## config.mk

```make
export PLATFORM = sky130hd
export DESIGN_NAME = cl_hello_top
export DESIGN_NICKNAME = d
export VERILOG_FILES = /design/src/rtl/hello_pkg.sv /design/src/rtl/reg_bus_if.sv /design/src/rtl/axil_reg_slave.sv /design/src/rtl/cl_hello_top.sv /design/src/rtl/hello_regs.sv /design/src/rtl/led_status.sv /design/src/rtl/tick_counter.sv
export VERILOG_INCLUDE_DIRS = /design/src /design/src/rtl
export SDC_FILE = /design/constraint.sdc
export NUM_CORES = 1
export LEC_CHECK = 0
export BUFFER_PORTS_ARGS = -buffer_cell sky130_fd_sc_hd__buf_4
export CAP_MARGIN = 0
export CORE_ASPECT_RATIO = 0.75
export CORE_UTILIZATION = 50
export CTS_BUF_LIST = sky130_fd_sc_hd__clkbuf_2
export CTS_CLUSTER_SIZE = 14
export DETAILED_ROUTE_END_ITERATION = 16
export GPL_ROUTABILITY_DRIVEN = 0
export PLACE_DENSITY = 0.71
export SLEW_MARGIN = 20
export SYNTH_ARGS = -nofsm -noshare
export SYNTH_HDL_FRONTEND = slang
export SYNTH_SLANG_ARGS = --single-unit
```

## constraint.sdc

```tcl
create_clock -name clk_main_a0 -period 3.2 [get_ports clk_main_a0]
set_input_delay 0.64 -clock clk_main_a0 [delete_from_list [all_inputs] [get_ports clk_main_a0]]
set_output_delay 0.64 -clock clk_main_a0 [all_outputs]
set_load 0.01 [all_outputs]
```

## src/rtl/hello_params.svh

```systemverilog
`ifndef HELLO_PARAMS_SVH
`define HELLO_PARAMS_SVH

// --------------------
// Datapath widths
// --------------------
`define HELLO_DATA_W 32
`define HELLO_ADDR_W 32
// LED shadow and DIP switch lanes
`define HELLO_LED_W 16
`define HELLO_CNT_W 16
// Tick prescaler
`define HELLO_TICK_W 8

// --------------------
// Register map
// --------------------
`define HELLO_CMD_ADDR       32'h500
`define HELLO_VLED_ADDR      32'h504
`define HELLO_CNT_CTRL_ADDR  32'h508
`define HELLO_CNT_TICK_ADDR  32'h50C
`define HELLO_CNT_LOAD_ADDR  32'h510
`define HELLO_CNT_WMARK_ADDR 32'h514
`define HELLO_CNT_VALUE_ADDR 32'h518
// Any address outside the map reads as this
`define HELLO_UNMAPPED_VALUE 32'hDEAD_DEAD

`endif

```

## src/rtl/hello_pkg.sv

```systemverilog
`default_nettype none

`include "hello_params.svh"

package hello_pkg;

  // Command opcodes, codes above RDC fold into MSC
  typedef enum logic [2:0] {
    DEL = 3'd0,
    ADD = 3'd1,
    SET = 3'd2,
    RDC = 3'd3,
    MSC = 3'd4
  } opcode_e;

  // Command word layout, opcode in the top bits
  typedef struct packed {
    opcode_e     opcode;
    logic        mode;
    logic [27:0] id;
  } cmd_t;

  // --------------------
  // Counter control
  // --------------------
  typedef struct packed {
    logic                     enable;
    logic                     oneshot;
    // Single-cycle pulses
    logic                     load;
    logic                     clear;
    logic [`HELLO_TICK_W-1:0] tick_value;
    logic [`HELLO_CNT_W-1:0]  load_value;
    logic [`HELLO_CNT_W-1:0]  watermark;
  } cnt_ctrl_t;

  typedef struct packed {
    logic [`HELLO_CNT_W-1:0] count;
    logic                    ge_watermark;
  } cnt_status_t;

  // Raw 3-bit code to opcode
  function automatic opcode_e decode_opcode(input logic [2:0] code);
    opcode_e op;
    case (code)
      3'd0:    op = DEL;
      3'd1:    op = ADD;
      3'd2:    op = SET;
      3'd3:    op = RDC;
      default: op = MSC;
    endcase
    return op;
  endfunction

endpackage

`default_nettype wire

```

## src/rtl/reg_bus_if.sv

```systemverilog
`default_nettype none

`include "hello_params.svh"

// Simple register bus between the AXI-Lite front end and the register file
interface reg_bus_if (
  input wire logic clk_main_a0
);

  // Write strobe, register updates on the same edge
  logic                     wr_en;
  logic [`HELLO_ADDR_W-1:0] wr_addr;
  logic [`HELLO_DATA_W-1:0] wr_data;

  // Read strobe, data registered and valid one cycle later
  logic                     rd_en;
  logic [`HELLO_ADDR_W-1:0] rd_addr;
  logic [`HELLO_DATA_W-1:0] rd_data;

  modport master (
    input  clk_main_a0,
    output wr_en, wr_addr, wr_data,
    output rd_en, rd_addr,
    input  rd_data
  );

  modport slave (
    input  clk_main_a0,
    input  wr_en, wr_addr, wr_data,
    input  rd_en, rd_addr,
    output rd_data
  );

endinterface

`default_nettype wire

```

## src/rtl/axil_reg_slave.sv

```systemverilog
`default_nettype none

`include "hello_params.svh"

module axil_reg_slave (
  input  wire logic                     clk_main_a0,
  input  wire logic                     rst_main_n_sync,
  input  wire logic                     awvalid,
  input  wire logic [`HELLO_ADDR_W-1:0] awaddr,
  output logic                          awready,
  input  wire logic                     wvalid,
  input  wire logic [`HELLO_DATA_W-1:0] wdata,
  output logic                          wready,
  output logic                          bvalid,
  input  wire logic                     bready,
  input  wire logic                     arvalid,
  input  wire logic [`HELLO_ADDR_W-1:0] araddr,
  output logic                          arready,
  output logic                          rvalid,
  output logic [`HELLO_DATA_W-1:0]      rdata,
  input  wire logic                     rready,
  reg_bus_if.master                     bus
);

  logic                     wr_active;
  logic [`HELLO_ADDR_W-1:0] wr_addr_q;
  logic                     rd_req_q;
  logic [`HELLO_ADDR_W-1:0] rd_addr_q;

  // --------------------
  // Write channel
  // --------------------
  // One write in flight, open from AW until B completes
  always_ff @(posedge clk_main_a0) begin
    if (!rst_main_n_sync) begin
      wr_active <= 1'b0;
      wr_addr_q <= '0;
    end else if (wr_active && bvalid && bready) begin
      wr_active <= 1'b0;
    end else if (!wr_active && awvalid) begin
      wr_active <= 1'b1;
      wr_addr_q <= awaddr;
    end
  end

  assign awready = !wr_active;
  // Data beat taken only while no response is pending
  assign wready  = wr_active && !bvalid && wvalid;

  // Response raised the cycle after the data beat
  always_ff @(posedge clk_main_a0) begin
    if (!rst_main_n_sync) begin
      bvalid <= 1'b0;
    end else if (bvalid && bready) begin
      bvalid <= 1'b0;
    end else if (wready) begin
      bvalid <= 1'b1;
    end
  end

  // Register write strobe on the accepted beat
  assign bus.wr_en   = wready;
  assign bus.wr_addr = wr_addr_q;
  assign bus.wr_data = wdata;

  // --------------------
  // Read channel
  // --------------------
  assign arready = !rd_req_q && !rvalid;

  // Address stage, one cycle after the AR handshake
  always_ff @(posedge clk_main_a0) begin
    if (!rst_main_n_sync) begin
      rd_req_q  <= 1'b0;
      rd_addr_q <= '0;
    end else begin
      rd_req_q <= arvalid && arready;
      if (arvalid && arready) begin
        rd_addr_q <= araddr;
      end
    end
  end

  assign bus.rd_en   = rd_req_q;
  assign bus.rd_addr = rd_addr_q;

  // Response stage, valid held until the master takes it
  always_ff @(posedge clk_main_a0) begin
    if (!rst_main_n_sync) begin
      rvalid <= 1'b0;
    end else if (rvalid && rready) begin
      rvalid <= 1'b0;
    end else if (rd_req_q) begin
      rvalid <= 1'b1;
    end
  end

  // Register file data stays put until the next read strobe
  // No new strobe while rvalid is up, zero outside the valid window
  assign rdata = rvalid ? bus.rd_data : '0;

endmodule

`default_nettype wire

```

## src/rtl/cl_hello_top.sv

```systemverilog
`default_nettype none

`include "hello_params.svh"

module cl_hello_top (
  input  wire logic                     clk_main_a0,
  input  wire logic                     rst_main_n_sync,
  // AXI4-Lite register port
  input  wire logic                     awvalid,
  input  wire logic [`HELLO_ADDR_W-1:0] awaddr,
  output logic                          awready,
  input  wire logic                     wvalid,
  input  wire logic [`HELLO_DATA_W-1:0] wdata,
  output logic                          wready,
  output logic                          bvalid,
  input  wire logic                     bready,
  input  wire logic                     arvalid,
  input  wire logic [`HELLO_ADDR_W-1:0] araddr,
  output logic                          arready,
  output logic                          rvalid,
  output logic [`HELLO_DATA_W-1:0]      rdata,
  input  wire logic                     rready,
  // Virtual switches and LEDs
  input  wire logic [`HELLO_LED_W-1:0]  vdip,
  output logic [`HELLO_LED_W-1:0]       vled
);

  import hello_pkg::*;

  cnt_ctrl_t               cnt_ctrl;
  cnt_status_t             cnt_status;
  logic [`HELLO_LED_W-1:0] led_src;

  reg_bus_if reg_bus (
    .clk_main_a0 (clk_main_a0)
  );

  // --------------------
  // Bus front end
  // --------------------
  axil_reg_slave i_axil_reg_slave (
    .clk_main_a0     (clk_main_a0),
    .rst_main_n_sync (rst_main_n_sync),
    .awvalid         (awvalid),
    .awaddr          (awaddr),
    .awready         (awready),
    .wvalid          (wvalid),
    .wdata           (wdata),
    .wready          (wready),
    .bvalid          (bvalid),
    .bready          (bready),
    .arvalid         (arvalid),
    .araddr          (araddr),
    .arready         (arready),
    .rvalid          (rvalid),
    .rdata           (rdata),
    .rready          (rready),
    .bus             (reg_bus.master)
  );

  hello_regs i_hello_regs (
    .clk_main_a0     (clk_main_a0),
    .rst_main_n_sync (rst_main_n_sync),
    .bus             (reg_bus.slave),
    .cnt_status      (cnt_status),
    .cnt_ctrl        (cnt_ctrl),
    .led_src         (led_src)
  );

  // LED and counter functions
  led_status i_led_status (
    .clk_main_a0     (clk_main_a0),
    .rst_main_n_sync (rst_main_n_sync),
    .led_src         (led_src),
    .vdip            (vdip),
    .vled            (vled)
  );

  tick_counter i_tick_counter (
    .clk_main_a0     (clk_main_a0),
    .rst_main_n_sync (rst_main_n_sync),
    .ctrl            (cnt_ctrl),
    .status          (cnt_status)
  );

endmodule

`default_nettype wire

```

## src/rtl/hello_regs.sv

```systemverilog
`default_nettype none

`include "hello_params.svh"

module hello_regs (
  input  wire logic                     clk_main_a0,
  input  wire logic                     rst_main_n_sync,
  reg_bus_if.slave                      bus,
  input  wire hello_pkg::cnt_status_t   cnt_status,
  output hello_pkg::cnt_ctrl_t          cnt_ctrl,
  output logic [`HELLO_LED_W-1:0]       led_src
);

  import hello_pkg::*;

  cmd_t                     cmd_q;
  logic [`HELLO_DATA_W-1:0] cmd_word;
  logic [`HELLO_DATA_W-1:0] cmd_swapped;
  logic [`HELLO_DATA_W-1:0] rd_mux;

  // --------------------
  // Write decode
  // --------------------
  always_ff @(posedge clk_main_a0) begin
    if (!rst_main_n_sync) begin
      cmd_q    <= '{opcode: DEL, mode: 1'b0, id: '0};
      cnt_ctrl <= '0;
    end else begin
      // Load and clear last one cycle
      cnt_ctrl.load  <= 1'b0;
      cnt_ctrl.clear <= 1'b0;
      if (bus.wr_en) begin
        case (bus.wr_addr)
          `HELLO_CMD_ADDR: begin
            cmd_q.opcode <= decode_opcode(bus.wr_data[31:29]);
            cmd_q.mode   <= bus.wr_data[28];
            cmd_q.id     <= bus.wr_data[27:0];
          end
          `HELLO_CNT_CTRL_ADDR: begin
            cnt_ctrl.enable  <= bus.wr_data[0];
            cnt_ctrl.oneshot <= bus.wr_data[1];
            cnt_ctrl.load    <= bus.wr_data[2];
            cnt_ctrl.clear   <= bus.wr_data[3];
          end
          `HELLO_CNT_TICK_ADDR: begin
            cnt_ctrl.tick_value <= bus.wr_data[`HELLO_TICK_W-1:0];
          end
          `HELLO_CNT_LOAD_ADDR: begin
            cnt_ctrl.load_value <= bus.wr_data[`HELLO_CNT_W-1:0];
          end
          `HELLO_CNT_WMARK_ADDR: begin
            cnt_ctrl.watermark <= bus.wr_data[`HELLO_CNT_W-1:0];
          end
          // Unmapped writes are dropped
          default: begin
          end
        endcase
      end
    end
  end

  assign cmd_word = cmd_q;

  // Host sees the command with byte order reversed
  assign cmd_swapped = {cmd_word[7:0], cmd_word[15:8], cmd_word[23:16], cmd_word[31:24]};

  // LED shadow source, low half of the command
  assign led_src = cmd_word[`HELLO_LED_W-1:0];

  // --------------------
  // Read mux
  // --------------------
  always_comb begin
    rd_mux = '0;
    case (bus.rd_addr)
      `HELLO_CMD_ADDR: begin
        rd_mux = cmd_swapped;
      end
      `HELLO_VLED_ADDR: begin
        // Same value the LED shadow flop holds
        rd_mux[`HELLO_LED_W-1:0] = led_src;
      end
      `HELLO_CNT_CTRL_ADDR: begin
        rd_mux[1:0] = {cnt_ctrl.oneshot, cnt_ctrl.enable};
      end
      `HELLO_CNT_TICK_ADDR: begin
        rd_mux[`HELLO_TICK_W-1:0] = cnt_ctrl.tick_value;
      end
      `HELLO_CNT_LOAD_ADDR: begin
        rd_mux[`HELLO_CNT_W-1:0] = cnt_ctrl.load_value;
      end
      `HELLO_CNT_WMARK_ADDR: begin
        rd_mux[`HELLO_CNT_W-1:0] = cnt_ctrl.watermark;
      end
      `HELLO_CNT_VALUE_ADDR: begin
        // Count low, watermark flag just above it
        rd_mux[`HELLO_CNT_W-1:0] = cnt_status.count;
        rd_mux[`HELLO_CNT_W]     = cnt_status.ge_watermark;
      end
      default: begin
        rd_mux = `HELLO_UNMAPPED_VALUE;
      end
    endcase
  end

  // Read data held until the next read strobe
  always_ff @(posedge clk_main_a0) begin
    if (bus.rd_en) begin
      bus.rd_data <= rd_mux;
    end
  end

endmodule

`default_nettype wire

```

## src/rtl/led_status.sv

```systemverilog
`default_nettype none

`include "hello_params.svh"

module led_status (
  input  wire logic                   clk_main_a0,
  input  wire logic                   rst_main_n_sync,
  input  wire logic [`HELLO_LED_W-1:0] led_src,
  input  wire logic [`HELLO_LED_W-1:0] vdip,
  output logic [`HELLO_LED_W-1:0]      vled
);

  logic [`HELLO_LED_W-1:0] vdip_q1;
  logic [`HELLO_LED_W-1:0] vdip_q2;
  logic [`HELLO_LED_W-1:0] shadow_q;

  // --------------------
  // DIP synchronizer
  // --------------------
  // Switches arrive from another domain, two flops
  always_ff @(posedge clk_main_a0) begin
    if (!rst_main_n_sync) begin
      vdip_q1 <= '0;
      vdip_q2 <= '0;
    end else begin
      vdip_q1 <= vdip;
      vdip_q2 <= vdip_q1;
    end
  end

  // Virtual LED shadow of the command low half
  always_ff @(posedge clk_main_a0) begin
    if (!rst_main_n_sync) begin
      shadow_q <= '0;
    end else begin
      shadow_q <= led_src;
    end
  end

  // Output flop, LEDs masked by the switches
  always_ff @(posedge clk_main_a0) begin
    if (!rst_main_n_sync) begin
      vled <= '0;
    end else begin
      vled <= shadow_q & vdip_q2;
    end
  end

endmodule

`default_nettype wire

```

## src/rtl/tick_counter.sv

```systemverilog
`default_nettype none

`include "hello_params.svh"

module tick_counter (
  input  wire logic                 clk_main_a0,
  input  wire logic                 rst_main_n_sync,
  input  wire hello_pkg::cnt_ctrl_t ctrl,
  output hello_pkg::cnt_status_t    status
);

  import hello_pkg::*;

  logic [`HELLO_TICK_W-1:0] presc_q;
  logic [`HELLO_TICK_W-1:0] presc_d;
  logic [`HELLO_CNT_W-1:0]  count_q;
  logic [`HELLO_CNT_W-1:0]  count_d;
  logic                     ge_q;
  logic                     tick;

  // --------------------
  // Prescaler
  // --------------------
  // Tick once every tick_value+1 enabled cycles
  assign tick = ctrl.enable && (presc_q >= ctrl.tick_value);

  always_comb begin
    presc_d = presc_q;
    if (ctrl.clear) begin
      presc_d = '0;
    end else if (tick) begin
      presc_d = '0;
    end else if (ctrl.enable) begin
      presc_d = presc_q + 1'b1;
    end
  end

  // Main count, clear over load over hold
  always_comb begin
    count_d = count_q;
    if (ctrl.clear) begin
      count_d = '0;
    end else if (ctrl.load) begin
      count_d = ctrl.load_value;
    end else if (tick) begin
      // One-shot parks at all ones
      if (!(ctrl.oneshot && (count_q == '1))) begin
        count_d = count_q + 1'b1;
      end
    end
  end

  always_ff @(posedge clk_main_a0) begin
    if (!rst_main_n_sync) begin
      presc_q <= '0;
      count_q <= '0;
      ge_q    <= 1'b0;
    end else begin
      presc_q <= presc_d;
      count_q <= count_d;
      // Flag follows the new count, no extra lag
      ge_q    <= (count_d >= ctrl.watermark);
    end
  end

  assign status = '{count: count_q, ge_watermark: ge_q};

endmodule

`default_nettype wire

```

==> results.cfg, run 1 <==
[placement]
dpl_cell_area_um2 = 12900
io_buffers = 171
place_hpwl_um = 20800

[power_and_ir_drop]
switching_power_mw = 1.65
swShare_pct = 26.3
p_seq_share_pct = 55.8
powerDensity_nw_per_um2 = 427
peakVddDrop_uv = 243
p_leak_nw = 6.33
clkPwrFrac_pct = 34.8
internal_power_mw = 4.61
power_frac_comb_pct = 9.4

[detailed_routing]
via_count = 9579
first_pass_iters = 8
drc = 0
route.antenna.remaining_nets = 0
viasPerCell = 5.26
wl_per_cell_um = 17.1
drt-initial-drc-count = 751
wl_um = 31200

[timing]
finalHoldViolations = 0
finalSetupViolCount = 0
worst_pin_slew_ns = 1.09
finalSetupTns_ns = 0
slew_violations = 0
slew_headroom_pct = 26.9
clock_skew_ns = 0.0727
fin_crit_ns = 3.03
period_share_pct = 94.7
fmax_ghz = 0.330

[clocking]
clk_latency_ns = 0.91
numCtsBuffers = 61
root_buffer = clkbuf_2
clk_pin_slew_ns = 0.10
ctsHtreeMaxLevel = 2
cts_tree = yes
cts_num_sinks = 265
cts_buffer_depth = 3

[yosys]
synth.distinct_cells = 72
avgSynthCellArea_um2 = 9.58
yosysTopAreaCell = dfxtp_1
syn-cell-area_um2 = 11400
synth_flop_cell = dfxtp_1
async_reset_ff_share_pct = 0
synth_cells = 1189
synthesis.nets = 1334
netlist.area_leader.share_pct = 40.9
synth_edf_count = 32
ys_top_cells_by_area = dfxtp_1 41%, edfxtp_1 8.4%, mux2i_1 7.2%, nand2_1 5.8%, and2_1 5.0%
synth-seq-cells = 265
ys_warn_count = 0
yosysSeqAreaShare_pct = 49.4

[global_route]
grtUsageMet2_pct = 36.3
grt_start_max_net_pins = 64
grt_use_met1_pct = 39.5
grt_first_pass_wirelength_um = 48500
grtUsageMet3_pct = 7.27
antenna_found_initial = 1
grt.busiest_layer = met1
grt.total_usage_pct = 26.4
grt_overflow = 0
grt_pass1_vias = 9175

[critical_path]
crit_type = reg -> reg
critical_path.endpoint_type = flop
reg2reg_depth = 15
start_kind = flop
cp.arrival_ns = 3.81
cp.required_ns = 3.98
worstPathMaxFanout = 7

[layout]
drive_gt1_share_pct = 22.8
finalNetCount = 1627
finalCoreUtilization_pct = 65.9
final_cell_area_um2 = 14700
area_delta_synth_final_pct = 28.6

[worst_hold_path]
worstHoldPathCells = 3
hold_path_class = in -> reg

[floorplanning]
start_util_pct = 51.3
die-area_um2 = 23400
io_pins = 172
core-area_um2 = 22200
rows = 47
die-height_um = 133
die_w_um = 176

[run_status]
status = finished clean

[run]
max_cap_viol_count = 0
[through the flow]
step	worst slack (ns)	hold WS [ns]	std cells	total power, mW
after floorplan	0.235	0.412	1189	3.81
after global placement	0.109	0.414	1609	4.04
after detailed placement	0.0309	0.419	1609	4.05
after CTS	0.0457	0.00412	1814	6.31
after global routing	-0.0419	0.0142	1820	6.55
final	0.170	0.0517	1820	6.26
[sequential cells by signal, summed over array words and instances (netlist names), 8 cells and up]
register                      count
i_led_status.vdip_q2             16
i_hello_regs.led_src             16
i_axil_reg_slave.bus.rd_addr     32
i_led_status.vdip_q1             16
i_led_status.shadow_q            16
i_led_status.vled                16
i_hello_regs.cnt_ctrl            44
i_hello_regs.cmd_q               16
i_hello_regs.bus.rd_data         32
i_tick_counter.count_q           16
i_tick_counter.presc_q            8
i_axil_reg_slave.bus.wr_addr     32
[worst max-delay path, cell delays in order (launching register included)]
cell and delay [ns]:
dfxtp_1 0.38, inv_1 0.07, ha_1 0.32, a21oi_1 0.15, o21ai_1 0.11, a32oi_2 0.19, buf_4 0.18, buf_4 0.17
nor4_1 0.06, nor3_1 0.38, nor2_1 0.09, ha_1 0.30, o2111ai_1 0.12, o211ai_1 0.19, nand2_1 0.08, a21boi_0 0.14
[cell usage in the layout, fill, tap and decap left out, drive strengths merged, types with 3 or more instances in the layout]
cell | Yosys | routed
o21a | 3 | 3
buf | 20 | 201
nor4 | 16 | 16
clkinv | 0 | 10
a221oi | 10 | 10
xnor2 | 3 | 3
o211ai | 5 | 5
o21ai | 17 | 17
o31a | 3 | 3
nor3b | 5 | 5
or2 | 4 | 4
a211oi | 3 | 3
inv | 30 | 30
nand2 | 177 | 177
a22oi | 7 | 7
o22a | 3 | 3
and2 | 91 | 91
nand3 | 17 | 17
xor2 | 5 | 5
dfxtp | 233 | 233
nand4 | 7 | 7
clkbuf | 52 | 94
nor3 | 31 | 31
and4 | 3 | 3
and4b | 3 | 3
o2111ai | 7 | 7
a21boi | 68 | 68
a21oi | 14 | 14
nand2b | 6 | 6
a21o | 5 | 5
ha | 26 | 26
and3 | 25 | 25
edfxtp | 32 | 32
mux2i | 82 | 82
o31ai | 4 | 4
a222oi | 8 | 8
nor2b | 77 | 77
nor4b | 3 | 3
dlygate4sd3 | 0 | 101
nor2 | 63 | 63
[power groups by stage]
| stage | Combinational (mW) | Clock, mW | Sequential, mW |
|---|---|---|---|
| after global placement | 0.479 | 0 | 3.56 |
| after CTS | 0.582 | 2.23 | 3.49 |
| after floorplan | 0.258 | 0 | 3.55 |
| after detailed placement | 0.482 | 0 | 3.57 |
| final | 0.590 | 2.18 | 3.49 |
| after global routing | 0.639 | 2.41 | 3.50 |
[metal layers]
metal  share of wire (%)  vias up
li1                    -     4714
met1                  48     4431
met4                 1.8        0
met2                  41      380
met5                   0        -
met3                 9.1       54
[logic make-up (layout without fill, tap and decap cells)]
kind of cell	after synthesis	after routing	share of synthesized area [%]
buffers and inverters	102	438	3.78
flip-flops	265	265	49.4
AND/OR/NAND/NOR	534	534	24.8
XOR/XNOR	8	8	0.615
adder cells (fa/ha/maj)	26	26	2.85
AO/OA/AOI/OAI	170	170	11.2
other	0	1	0
multiplexers	84	84	7.40
[synthesized netlist by cell type, drive strengths merged (3+ instances only)]
cell	n
nor2b	77
nor4	16
a211oi	3
nand4	7
a222oi	8
xnor2	3
nor3	31
o211ai	5
a21o	5
nor3b	5
nand2b	6
o22a	3
o21a	3
nor4b	3
o2111ai	7
dfxtp	233
inv	30
a21boi	68
and2	91
and4b	3
nor2	63
nand2	177
a221oi	10
o31ai	4
edfxtp	32
o31a	3
a21oi	14
and4	3
or2	4
mux2i	82
xor2	5
o21ai	17
nand3	17
buf	20
a22oi	7
clkbuf	52
and3	25
ha	26
[final cells by class]
type / count / area [um^2]
multi-input combinational: 822 / 5450
antenna: 1 / 2.50
timing repair buffer: 302 / 2530
clock inverter: 12 / 87.6
fill: 1828 / 7570
inverter: 30 / 113
clock buffer: 94 / 470
tap: 294 / 368
sequential: 265 / 5630
[final timing paths]
path	slack [ns]	end	startpoint
setup / recovery	0.17	i_tick_counter.ge_q	i_hello_regs.cnt_ctrl[37]
hold / removal	0.05	i_hello_regs.cmd_q[17]	wdata[17]
setup reg to reg	0.17	i_tick_counter.ge_q	i_hello_regs.cnt_ctrl[37]
hold reg to reg	0.43	i_led_status.vdip_q2[8]	i_led_status.vdip_q1[8]
[repair_timing]
item,CTS,global route
endpoints found under the hold margin,108,2
setup buffers,0,3
endpoints found under the setup margin,1,1
hold buffers,99,2
pin swaps,0,8
gates resized for setup,1,31
(Power assumes the default switching activity.)
==> run 2: changes to the inputs <==
--- a/config.mk
+++ b/config.mk
@@ -15,6 +15,7 @@
 export DETAILED_ROUTE_END_ITERATION = 16
 export GPL_ROUTABILITY_DRIVEN = 0
 export PLACE_DENSITY = 0.71
+export REMOVE_ABC_BUFFERS = 1
 export SLEW_MARGIN = 20
 export SYNTH_ARGS = -nofsm -noshare
 export SYNTH_HDL_FRONTEND = slang
==> run 2 against run 1 <==
- setup slack got worse by 0.025 ns
- critical path depth up 1
- global-route usage down 0.94 points
- largest cell class unchanged
- clock skew is 0.0093 ns lower
- critical path type unchanged
- largest power group unchanged
- worst hold slack got worse by 0.0081 ns
- register-to-register slack got worse by 0.03 ns
==> results.cfg, run 2 (synthesis gave the netlist of run 1 again) <==
[run_status]
status = finished clean

[critical_path]
critical_path.endpoint_type = flop
rrSetupSlack_ns = 0.14
path_cells = inv_1, ha_1, nor3b_2, o21ai_2, a32oi_4, buf_6, nor2_1, xor2_1, o211ai_1, ha_1, nand2b_1, a21o_1, a211oi_2, o211ai_1, nand2_1, a21boi_0
crit_type = reg -> reg
slowest_delay_ns = 0.35
cp.required_ns = 3.93
reg2reg_depth = 16
start_kind = flop
cp.arrival_ns = 3.78
cp_slowest_cell = dfxtp_1
r2r-end = i_tick_counter.ge_q
worstPathMaxFanout = 4
rr_startpoint = i_tick_counter.presc_q[0]

[layout]
top_register = i_hello_regs.cnt_ctrl
final_cell_mix = 228 x dfxtp_1, 202 x buf_4, 177 x nand2_1
final_cell_area_um2 = 14600
finalNetCount = 1622
regArea_um2 = 5630
final_common_cell = dfxtp_1
largest_reg_flops = 44
multiInputGateArea_um2 = 5420
area_delta_synth_final_pct = 28.0
drive_gt1_share_pct = 22.9
fillers = 1825

[floorplanning]
die_w_um = 176
io_pins = 172
start_util_pct = 51.3
core-area_um2 = 22200
rows = 47
die-height_um = 133
die-area_um2 = 23400

[clocking]
numCtsBuffers = 61
cts_tree = yes
clk_pin_slew_ns = 0.13
cts_num_sinks = 265
clk_latency_ns = 0.89
ctsHtreeMaxLevel = 2
root_buffer = clkbuf_2
cts_buffer_depth = 3

[power_and_ir_drop]
powerDensity_nw_per_um2 = 428
fin_total_pwr_mw = 6.25
internal_power_mw = 4.60
clkPwrFrac_pct = 34.8
p_leak_nw = 6.31
power_frac_comb_pct = 9.5
p_seq_share_pct = 55.7
peakVddDrop_uv = 218
swShare_pct = 26.3
switching_power_mw = 1.64

[worst_hold_path]
worstHoldPathCells = 3
min_from = wdata[5]
holdPathEnd = i_hello_regs.cnt_ctrl[37]
hold_path_class = in -> reg

[detailed_routing]
drt-initial-drc-count = 793
wl_per_cell_um = 16.3
wl_um = 29700
route.antenna.remaining_nets = 0
drc = 0
first_pass_iters = 8
viasPerCell = 5.21
via_count = 9498

[timing]
finalSetupViolCount = 0
slew_headroom_pct = 27.0
fmax_ghz = 0.327
clock_skew_ns = 0.0634
slew_violations = 0
setup_ws_ns = 0.144
period_share_pct = 95.5
finalHoldViolations = 0
worst_pin_slew_ns = 1.09
rsz0062_at_grt = false
fin_crit_ns = 3.06
finalSetupTns_ns = 0

[placement]
place_hpwl_um = 19300
dpl_cell_area_um2 = 13000
place_ws_ns = 0.0273
io_buffers = 171

[global_route]
grt_start_max_net_pins = 68
grt_first_pass_wirelength_um = 47200
antenna_found_initial = 1
grt.total_usage_pct = 25.4
grt_overflow = 0
grt_pass1_vias = 9192

[run]
max_cap_viol_count = 0
[run 2: changes by cell type in the layout (fill, tap and decap cells not counted), sizes merged]
cell and change:
dlygate4sd3 -8, buf +3, clkinv +7
[run 2: power by group through the flow]
stage / Combinational, mW / Sequential, mW / Clock (mW)
finish: 0.591 / 3.48 / 2.17
CTS: 0.583 / 3.48 / 2.24
global placement: 0.489 / 3.56 / 0
global route: 0.638 / 3.49 / 2.41
floorplan: 0.204 / 3.56 / 0
detailed placement: 0.492 / 3.56 / 0
[run 2: cell type report]
| cell class | instances | area share (%) |
|---|---|---|
| Tap cell | 294 | 2.52 |
| Timing Repair Buffer | 297 | 17.0 |
| Inverter | 30 | 0.772 |
| Antenna cell | 1 | 0.0172 |
| Clock buffer | 94 | 3.23 |
| Multi-Input combinational cell | 822 | 37.2 |
| Sequential cell | 265 | 38.6 |
| Clock inverter | 19 | 0.703 |
[run 2: through the flow]
stage                     std cells  hold slack, ns  util (%)
after floorplan                1117           0.412         -
after global placement         1612           0.414      58.3
after detailed placement       1612           0.417      58.3
after CTS                      1817        0.000283      65.0
after global routing           1822         0.00838      65.6
final                          1822          0.0436      65.6
[run 2: worst max-delay path: cells and delay by family (launching register included)]
family          cells  cell delay (ns)
simple gates        4             0.45
fa+ha+maj           2             0.54
xor+xnor            1             0.18
compound gates      7             1.20
flops               1             0.35
buf+inv             2             0.19
[run 2: per-layer routing]
metal	wire length [um]	vias to the layer above	track usage [%]
li1	-	4717	-
met4	531	0	9.08
met1	14200	4425	35.0
met2	13100	317	39.1
met5	0	-	0
met3	1980	39	5.69
[run 2: worst max path at each step]
stage | startpoint | endpoint | slack (ns) | cells after the start
after global placement | i_tick_counter.presc_q[0] | i_tick_counter.ge_q | 0.14 | 14
final | i_tick_counter.presc_q[0] | i_tick_counter.ge_q | 0.14 | 16
after global routing | i_hello_regs.cnt_ctrl[37] | i_tick_counter.ge_q | 0.03 | 16
after CTS | i_tick_counter.count_q[0] | i_tick_counter.ge_q | 0.002 | 13
after detailed placement | i_hello_regs.cnt_ctrl[34] | i_tick_counter.ge_q | 0.03 | 15
after floorplan | i_tick_counter.presc_q[0] | i_tick_counter.ge_q | 0.004 | 14
[run 2: what timing repair did]
item                                   CTS  global route
buffers inserted                         0             3
pin swaps                                0             5
gates resized for setup                  1            30
endpoints found under the hold margin   96             1
hold buffers                            92             1
setup endpoints to repair                1             1
